## src/common/fpga_rt_params.svh

```systemverilog
/* Realtime debug register block parameters
   FIFO depths, register map and field positions */
`ifndef FPGA_RT_PARAMS_SVH
`define FPGA_RT_PARAMS_SVH

// FIFO sizes, log depth doubles as the producer's initial credit count
`define RT_LOG_DEPTH        16
`define RT_ENT_DEPTH        4

// Register word addresses
`define RT_ADDR_CONTROL     4'h0
`define RT_ADDR_STATUS      4'h1
`define RT_ADDR_LOG_DATA    4'h2
`define RT_ADDR_ENT_DATA    4'h3
`define RT_ADDR_DIVISOR     4'h4
`define RT_ADDR_CYCLES      4'h5

// STATUS fields
`define RT_ST_LOG_EMPTY     0
`define RT_ST_LOG_FULL      1
`define RT_ST_ENT_EMPTY     2
`define RT_ST_ENT_FULL      3

// Field positions in LOG_DATA and CONTROL
`define RT_LOG_VALID_BIT    8
`define RT_CTRL_ENT_FLUSH   0

`endif

```

## src/common/fpga_rt_pkg.sv

```systemverilog
/* Realtime debug register block types
   Shared widths for the host bus, log characters, entropy nibbles and counters */
`default_nettype none

package fpga_rt_pkg;

    // Host register bus
    typedef logic [3:0]  reg_addr_t;
    typedef logic [31:0] reg_data_t;

    // One log character from the core side
    typedef logic [7:0]  char_t;

    // Entropy is handed to the core one nibble at a time
    typedef logic [3:0]  nibble_t;

    // Free-running cycle counter, also used for the throttle divisor
    typedef logic [31:0] count_t;

endpackage

`default_nettype wire

```

## src/logic/rt_reg_ctrl.sv

```systemverilog
/* Register access for the realtime debug block
   Decodes host reads and writes, holds control, divisor and cycle counter */
`timescale 1ns/1ns
`default_nettype none

`include "fpga_rt_params.svh"

module rt_reg_ctrl (
    input  logic                  core_clk,
    input  logic                  hwif_out,
    input  logic                  reg_wr,
    input  logic                  reg_rd,
    input  fpga_rt_pkg::reg_addr_t reg_addr,
    input  fpga_rt_pkg::reg_data_t reg_wdata,
    input  fpga_rt_pkg::char_t     log_head,
    input  logic                  log_empty,
    input  logic                  log_full,
    input  logic                  ent_empty,
    input  logic                  ent_full,
    output fpga_rt_pkg::reg_data_t reg_rdata,
    output logic                  reg_rvalid,
    output logic                  log_pop,
    output logic                  ent_push,
    output fpga_rt_pkg::reg_data_t ent_word,
    output logic                  ent_flush,
    output fpga_rt_pkg::count_t    divisor
);

    import fpga_rt_pkg::*;

    reg_data_t ctrl_q;
    count_t    divisor_q;
    count_t    cycle_q;
    reg_data_t rd_next;

    logic      wr_ctrl;
    logic      wr_div;
    logic      rd_log;

    assign wr_ctrl = reg_wr && (reg_addr == `RT_ADDR_CONTROL);
    assign wr_div  = reg_wr && (reg_addr == `RT_ADDR_DIVISOR);
    assign rd_log  = reg_rd && (reg_addr == `RT_ADDR_LOG_DATA);

    // Pop only when the read finds an entry, same empty flag as the valid bit
    assign log_pop   = rd_log && !log_empty;

    // ENT_DATA writes go straight to the FIFO, which drops them when full
    assign ent_push  = reg_wr && (reg_addr == `RT_ADDR_ENT_DATA);
    assign ent_word  = reg_wdata;

    assign ent_flush = ctrl_q[`RT_CTRL_ENT_FLUSH];
    assign divisor   = divisor_q;

    always_ff @(posedge core_clk or negedge hwif_out) begin
        if (!hwif_out) begin
            ctrl_q    <= '0;
            divisor_q <= '0;
        end else begin
            if (wr_ctrl) begin
                ctrl_q <= reg_wdata;
            end
            if (wr_div) begin
                divisor_q <= reg_wdata;
            end
        end
    end

    // Free-running cycle counter
    always_ff @(posedge core_clk or negedge hwif_out) begin
        if (!hwif_out) begin
            cycle_q <= '0;
        end else begin
            cycle_q <= cycle_q + 1'b1;
        end
    end

    // Read mux, unused and write-only addresses return zero
    always_comb begin
        rd_next = '0;
        case (reg_addr)
            `RT_ADDR_CONTROL: begin
                rd_next = ctrl_q;
            end
            `RT_ADDR_STATUS: begin
                rd_next[`RT_ST_LOG_EMPTY] = log_empty;
                rd_next[`RT_ST_LOG_FULL]  = log_full;
                rd_next[`RT_ST_ENT_EMPTY] = ent_empty;
                rd_next[`RT_ST_ENT_FULL]  = ent_full;
            end
            `RT_ADDR_LOG_DATA: begin
                if (!log_empty) begin
                    rd_next[`RT_LOG_VALID_BIT]     = 1'b1;
                    rd_next[$bits(char_t)-1:0] = log_head;
                end
            end
            `RT_ADDR_DIVISOR: begin
                rd_next = divisor_q;
            end
            `RT_ADDR_CYCLES: begin
                rd_next = cycle_q;
            end
            default: begin
                rd_next = '0;
            end
        endcase
    end

    // Read data lands one cycle after reg_rd
    always_ff @(posedge core_clk or negedge hwif_out) begin
        if (!hwif_out) begin
            reg_rvalid <= 1'b0;
        end else begin
            reg_rvalid <= reg_rd;
        end
    end

    always_ff @(posedge core_clk) begin
        if (reg_rd) begin
            reg_rdata <= rd_next;
        end
    end

endmodule

`default_nettype wire

```

## src/log_fifo/log_fifo.sv

```systemverilog
/* Log character FIFO, first word fall through
   Each pop hands one credit back to the core-side producer */
`timescale 1ns/1ns
`default_nettype none

`include "fpga_rt_params.svh"

module log_fifo (
    input  logic              core_clk,
    input  logic              hwif_out,
    input  logic              log_wr,
    input  fpga_rt_pkg::char_t log_char,
    input  logic              log_pop,
    output fpga_rt_pkg::char_t log_head,
    output logic              log_empty,
    output logic              log_full,
    output logic              log_credit
);

    import fpga_rt_pkg::*;

    localparam int PTR_W = $clog2(`RT_LOG_DEPTH);
    localparam logic [PTR_W:0] DEPTH_C = `RT_LOG_DEPTH;

    char_t             mem [0:`RT_LOG_DEPTH-1];
    logic [PTR_W-1:0]  wr_ptr;
    logic [PTR_W-1:0]  rd_ptr;
    logic [PTR_W:0]    count;

    logic              wr_en;
    logic              rd_en;

    assign log_empty = (count == '0);
    assign log_full  = (count == DEPTH_C);

    // Writes without room are lost, the producer should have held a credit
    assign wr_en = log_wr && !log_full;
    assign rd_en = log_pop && !log_empty;

    assign log_head = mem[rd_ptr];

    always_ff @(posedge core_clk) begin
        if (wr_en) begin
            mem[wr_ptr] <= log_char;
        end
    end

    always_ff @(posedge core_clk or negedge hwif_out) begin
        if (!hwif_out) begin
            wr_ptr <= '0;
            rd_ptr <= '0;
            count  <= '0;
        end else begin
            if (wr_en) begin
                wr_ptr <= wr_ptr + 1'b1;
            end
            if (rd_en) begin
                rd_ptr <= rd_ptr + 1'b1;
            end
            if (wr_en && !rd_en) begin
                count <= count + 1'b1;
            end else if (rd_en && !wr_en) begin
                count <= count - 1'b1;
            end
        end
    end

    // One credit pulse per pop, a cycle later
    always_ff @(posedge core_clk or negedge hwif_out) begin
        if (!hwif_out) begin
            log_credit <= 1'b0;
        end else begin
            log_credit <= rd_en;
        end
    end

endmodule

`default_nettype wire

```

## src/entropy/entropy_fifo.sv

```systemverilog
/* Entropy FIFO, 32-bit words in and nibbles out
   Low nibble first, head word retires after its last nibble */
`timescale 1ns/1ns
`default_nettype none

`include "fpga_rt_params.svh"

module entropy_fifo (
    input  logic                  core_clk,
    input  logic                  hwif_out,
    input  logic                  ent_push,
    input  fpga_rt_pkg::reg_data_t ent_word,
    input  logic                  ent_flush,
    input  logic                  ent_grant,
    output logic                  ent_empty,
    output logic                  ent_full,
    output fpga_rt_pkg::nibble_t   itrng_data,
    output logic                  itrng_valid
);

    import fpga_rt_pkg::*;

    localparam int PTR_W   = $clog2(`RT_ENT_DEPTH);
    localparam int NIB_W   = $bits(nibble_t);
    localparam int NIB_CNT = $bits(reg_data_t) / NIB_W;
    localparam int IDX_W   = $clog2(NIB_CNT);
    localparam logic [PTR_W:0] DEPTH_C  = `RT_ENT_DEPTH;
    localparam logic [IDX_W-1:0] LAST_NIB = IDX_W'(NIB_CNT - 1);

    reg_data_t         mem [0:`RT_ENT_DEPTH-1];
    logic [PTR_W-1:0]  wr_ptr;
    logic [PTR_W-1:0]  rd_ptr;
    logic [PTR_W:0]    count;
    logic [IDX_W-1:0]  nib_idx;

    logic              push_ok;
    logic              grant_ok;
    logic              retire;

    assign ent_empty = (count == '0);
    assign ent_full  = (count == DEPTH_C);

    // Flush wins over both push and grant
    assign push_ok  = ent_push && !ent_full && !ent_flush;
    assign grant_ok = ent_grant && !ent_empty && !ent_flush;
    assign retire   = grant_ok && (nib_idx == LAST_NIB);

    always_ff @(posedge core_clk) begin
        if (push_ok) begin
            mem[wr_ptr] <= ent_word;
        end
    end

    always_ff @(posedge core_clk or negedge hwif_out) begin
        if (!hwif_out) begin
            wr_ptr  <= '0;
            rd_ptr  <= '0;
            count   <= '0;
            nib_idx <= '0;
        end else if (ent_flush) begin
            wr_ptr  <= '0;
            rd_ptr  <= '0;
            count   <= '0;
            nib_idx <= '0;
        end else begin
            if (push_ok) begin
                wr_ptr <= wr_ptr + 1'b1;
            end
            if (grant_ok) begin
                nib_idx <= nib_idx + 1'b1;
            end
            if (retire) begin
                rd_ptr <= rd_ptr + 1'b1;
            end
            if (push_ok && !retire) begin
                count <= count + 1'b1;
            end else if (retire && !push_ok) begin
                count <= count - 1'b1;
            end
        end
    end

    // Nibble goes out the cycle after its grant
    always_ff @(posedge core_clk or negedge hwif_out) begin
        if (!hwif_out) begin
            itrng_valid <= 1'b0;
        end else begin
            itrng_valid <= grant_ok;
        end
    end

    always_ff @(posedge core_clk) begin
        if (grant_ok) begin
            itrng_data <= mem[rd_ptr][nib_idx*NIB_W +: NIB_W];
        end
    end

endmodule

`default_nettype wire

```

## src/entropy/entropy_throttle.sv

```systemverilog
/* Entropy request throttle
   Passes at most one request per divisor+1 cycles */
`timescale 1ns/1ns
`default_nettype none

module entropy_throttle (
    input  logic               core_clk,
    input  logic               hwif_out,
    input  logic               etrng_req,
    input  fpga_rt_pkg::count_t divisor,
    output logic               ent_grant
);

    import fpga_rt_pkg::*;

    count_t countdown;

    // Sample the request at zero and reload, otherwise just count down
    always_ff @(posedge core_clk or negedge hwif_out) begin
        if (!hwif_out) begin
            countdown <= '0;
            ent_grant <= 1'b0;
        end else if (countdown == '0) begin
            ent_grant <= etrng_req;
            countdown <= divisor;
        end else begin
            ent_grant <= 1'b0;
            countdown <= countdown - 1'b1;
        end
    end

endmodule

`default_nettype wire

```

## src/logic/fpga_rt_top.sv

```systemverilog
/* Realtime debug register block top level
   Register access plus log FIFO, entropy FIFO and request throttle */
`timescale 1ns/1ns
`default_nettype none

module fpga_rt_top (
    input  logic                  core_clk,
    input  logic                  hwif_out,
    input  logic                  reg_wr,
    input  logic                  reg_rd,
    input  fpga_rt_pkg::reg_addr_t reg_addr,
    input  fpga_rt_pkg::reg_data_t reg_wdata,
    input  logic                  log_wr,
    input  fpga_rt_pkg::char_t     log_char,
    input  logic                  etrng_req,
    output fpga_rt_pkg::reg_data_t reg_rdata,
    output logic                  reg_rvalid,
    output logic                  log_credit,
    output fpga_rt_pkg::nibble_t   itrng_data,
    output logic                  itrng_valid
);

    import fpga_rt_pkg::*;

    // Log path
    char_t     log_head;
    logic      log_empty;
    logic      log_full;
    logic      log_pop;

    // Entropy path
    reg_data_t ent_word;
    logic      ent_push;
    logic      ent_flush;
    logic      ent_empty;
    logic      ent_full;
    logic      ent_grant;
    count_t    divisor;

    rt_reg_ctrl u_reg_ctrl (
        .core_clk   (core_clk),
        .hwif_out   (hwif_out),
        .reg_wr     (reg_wr),
        .reg_rd     (reg_rd),
        .reg_addr   (reg_addr),
        .reg_wdata  (reg_wdata),
        .log_head   (log_head),
        .log_empty  (log_empty),
        .log_full   (log_full),
        .ent_empty  (ent_empty),
        .ent_full   (ent_full),
        .reg_rdata  (reg_rdata),
        .reg_rvalid (reg_rvalid),
        .log_pop    (log_pop),
        .ent_push   (ent_push),
        .ent_word   (ent_word),
        .ent_flush  (ent_flush),
        .divisor    (divisor)
    );

    log_fifo u_log_fifo (
        .core_clk   (core_clk),
        .hwif_out   (hwif_out),
        .log_wr     (log_wr),
        .log_char   (log_char),
        .log_pop    (log_pop),
        .log_head   (log_head),
        .log_empty  (log_empty),
        .log_full   (log_full),
        .log_credit (log_credit)
    );

    entropy_fifo u_entropy_fifo (
        .core_clk    (core_clk),
        .hwif_out    (hwif_out),
        .ent_push    (ent_push),
        .ent_word    (ent_word),
        .ent_flush   (ent_flush),
        .ent_grant   (ent_grant),
        .ent_empty   (ent_empty),
        .ent_full    (ent_full),
        .itrng_data  (itrng_data),
        .itrng_valid (itrng_valid)
    );

    entropy_throttle u_entropy_throttle (
        .core_clk  (core_clk),
        .hwif_out  (hwif_out),
        .etrng_req (etrng_req),
        .divisor   (divisor),
        .ent_grant (ent_grant)
    );

endmodule

`default_nettype wire

```

## config.mk

```make
export PLATFORM = sky130hd
export DESIGN_NAME = fpga_rt_top
export DESIGN_NICKNAME = d
export VERILOG_FILES = /design/src/common/fpga_rt_pkg.sv /design/src/logic/rt_reg_ctrl.sv /design/src/log_fifo/log_fifo.sv /design/src/entropy/entropy_fifo.sv /design/src/entropy/entropy_throttle.sv /design/src/logic/fpga_rt_top.sv
export VERILOG_INCLUDE_DIRS = /design/src /design/src/common
export SDC_FILE = /design/constraint.sdc
export NUM_CORES = 1
export LEC_CHECK = 0
export ABC_AREA = 1
export BUFFER_PORTS_ARGS = -buffer_cell sky130_fd_sc_hd__buf_2
export CELL_PAD_IN_SITES_DETAIL_PLACEMENT = 1
export CELL_PAD_IN_SITES_GLOBAL_PLACEMENT = 2
export CORE_ASPECT_RATIO = 0.6
export CORE_UTILIZATION = 40
export CTS_CLUSTER_SIZE = 40
export DETAILED_ROUTE_END_ITERATION = 10
export GPL_TIMING_DRIVEN = 0
export HOLD_SLACK_MARGIN = 0.05
export PLACE_DENSITY = 0.77
export SLEW_MARGIN = 20
export SYNTH_ARGS = -nofsm -noshare
export SYNTH_HDL_FRONTEND = slang
export SYNTH_SLANG_ARGS = --single-unit
```

## constraint.sdc

```tcl
create_clock -name core_clk -period 3.8 [get_ports core_clk]
set_clock_uncertainty 0.1 [all_clocks]
set_input_delay 0.76 -clock core_clk [delete_from_list [all_inputs] [get_ports core_clk]]
set_output_delay 0.76 -clock core_clk [all_outputs]
set_load 0.02 [all_outputs]
```

==> results.ini <==
[status]
outcome=complete, no violations

[global_route]
grt_overflow_total=0
grt_pass1_vias=15170
grt_util_all_layers_pct=27.30
grt_pass1_wl_um=99750
grt_max_degree=93
antenna_found_initial=3

[logic_synthesis]
synth_top_family_by_area=simple AND/OR/NAND/NOR gates
syn_area_per_cell_sq_um=10.00
synth_seq_cells=447
netlist_top_cells_area=edfxtp_1 (44%), dfrtp_1 (20%), nand2_1 (10%)
synthMostInstantiatedCell=nand2_1
synthCells=1976
async_reset_ff_share_pct=34.68
synth.distinct_cells=44
synth_common_cells=nand2_1 (547), edfxtp_1 (292), nand3_1 (196), nor2_1 (194), inv_1 (157)
synth_top_area_share_pct=44.36
yosysTopAreaCell=edfxtp_1
yosys.area_share.simple_pct=21.22
synth-main-ff-cell=edfxtp_1
muxShareOfSynthArea_pct=0
ys_seq_area_share_pct=63.98
synthAdderAreaFrac_pct=1.342
syn_area_sq_mm=0.01977
synthesis.nets=2046
synth_compound_area_share_pct=5.918
yosys_warnings=0
synth_edf_count=292
synth_xor_area_share_pct=2.304

[route]
wl_met2_um=25240
wl_met1_um=34440
drtPass1Iterations=5
wirelength_um=67530
first_iter_violations=1694
met3_length_um=6987
routedWlPerCell_um=24.18
route.detailed.drc=0
top_layer=met5
antenna_left=0
num_vias=15140
viasPerCell=5.422

[die]
core_area_sq_mm=0.04833
die_y_um=174.2
pin_count=89
num_rows=62
die_area_sq_mm=0.05034
die_w_um=289.0
start_util_pct=40.90

[sta]
hold_viol_final=0
min_period_over_period_pct=91.46
setup_ws_ns=0.3246
grt_setup_unrepaired=false
tns_ns=0
final-setup-viol-count=0
slew_headroom_pct=31.74
min_period_ns=3.475
final-max-slew-violation-count=0
fmaxAchievable_mhz=287.7
worst_pin_slew_ns=1.020

[place]
finalWeightedCongestion=0.9496
dp_hpwl_um=51270
dpl_cell_area_sq_mm=0.02116
io_buffers=88
dp_slack_ns=0.3321

[worst_setup_path]
reg2reg_from=u_log_fifo.count[0]
critPathRequiredTime_ns=4.13
startpoint_type=flop
cp.arrival_ns=3.81
crit_path_max_fanout=6
path_cells=nor2_1 > nand4_1 > nand2_1 > inv_1 > ha_1 > inv_1 > ha_1 > nand2_1 > inv_1 > o21ai_0 > a21oi_1 > o21ai_0 > o21ai_0
cp-end-kind=flop
rr_worst_depth=13
slowest_stage=nand4_1
crit_path_start=u_log_fifo.count[0]
slowest_delay_ns=0.49
worstSetupPathType=flop to flop

[power_and_ir_drop]
p_leak_nw=9.388
power_density_mw_per_mm2=612.1
ir_worst_vdd_mv=0.3220

[hold_path]
min_path_type=input port to asynchronous set/reset pin

[finish]
final_nets=2186
diodes=0
stdcell_area_sq_mm=0.02272
syn2layout_area_growth_pct=14.95
drive_gt1_share_pct=12.40

[clock_tree]
clk-insertion-delay-late_ns=0.58
clk_pin_slew_ns=0.06
post_cts_resized=0
clock_sinks=447
post_cts_buffers=0
cts_root_buffer=clkbuf_16
cts_tree=yes
clockBufferDepth=3
postCtsHoldBufs=0
cts_made_buffers=45
htreeDepth=2

[job]
cap_violations=0

[flip-flops by register name, summed over array words and instances, names as in the netlist, 5 cells and up]
register	cells
u_entropy_fifo.mem	128
u_entropy_throttle.countdown	32
u_log_fifo.count	5
u_log_fifo.mem	128
u_reg_ctrl.ctrl_q	32
u_reg_ctrl.cycle_q	32
u_reg_ctrl.divisor	32
u_reg_ctrl.reg_rdata	32
[worst paths after layout]
path	to	slack (ns)
setup / recovery	u_log_fifo.count[3]	0.32
hold / removal	u_log_fifo.rd_ptr[2]	0.05
setup reg to reg	u_log_fifo.count[3]	0.32
hold reg to reg	u_reg_ctrl.cycle_q[30]	0.39
max in group asynchronous	u_reg_ctrl.cycle_q[26]	2.63
min in group core_clk	u_entropy_fifo.mem[0][30]	0.32
[metrics by stage]
stage | util [%] | power [mW] | cells | hold WS (ns)
2_1_floorplan | - | 7.916 | 1976 | 0.3470
3_3_place_gp | 43.47 | 9.117 | 2704 | 0.3669
3_5_place_dp | 43.78 | 9.230 | 2709 | 0.3735
4_1_cts | 46.99 | 13.90 | 2793 | 0.05654
5_1_grt | 47.02 | 14.51 | 2793 | 0.07066
6_report | 47.02 | 13.91 | 2793 | 0.04818
[report_power, final]
part	total (mW)	internal [mW]	switching [mW]	leakage, nW
combinational	3.14	0.863	2.28	3.96
sequential	6.12	5.71	0.410	4.66
clock	4.65	2.69	1.96	0.771
[routing by layer]
layer  global-route usage (%)  vias up
met5                        0        -
met4                    4.605        2
met3                    8.333       63
met2                    33.99      512
met1                    45.40     7703
li1                         -     6864
[placed cells by master, fill, tap and decap left out, types with 3 or more instances in the layout]
master     count
o211ai_1      33
nand2_2        8
nand4_1        8
o21ai_1       24
inv_2         16
nor3_1        15
and2_1         4
nor2_2        16
clkbuf_8      12
clkinv_2       7
nand3b_1       4
o22ai_1        4
nor2_4         8
buf_12         4
buf_2        123
nand2_1      547
edfxtp_1     292
o21ai_0      116
nor2_1       184
inv_1        157
buf_6          3
a22o_1         3
nand3_1      196
a21oi_1        7
clkinv_1      11
ha_1          18
dfrtp_1      155
nand3_2        3
o21ai_2        4
clkbuf_1      37
xnor2_1       11
xor2_1        41
o221ai_1       6
buf_4          4
clkbuf_16     48
[worst max-delay path: cells and delay by family (launching register included)]
family,cells,cell delay [ns]
simple gates,4,1.10
compound gates,4,0.63
fa+ha+maj,2,0.58
buf+inv,3,0.51
flops,1,0.43
[cell families after synthesis]
| logic type | Yosys count |
|---|---|
| AO/OA/AOI/OAI | 203 |
| XOR/XNOR | 52 |
| adder cells (fa/ha/maj) | 20 |
| buffers and inverters | 254 |
| flip-flops | 447 |
| AND/OR/NAND/NOR | 1000 |
[layout make-up]
cell class	instances	area, sq um
sequential	447	12650
inverter	178	668.1
multi-input combinational	1275	6130
fill	5411	25610
buffer	76	367.9
clock inverter	18	162.7
tap	640	800.8
timing repair buffer	93	558.0
clock buffer	66	1389
Note: power is estimated with default switching activity, not from simulation.
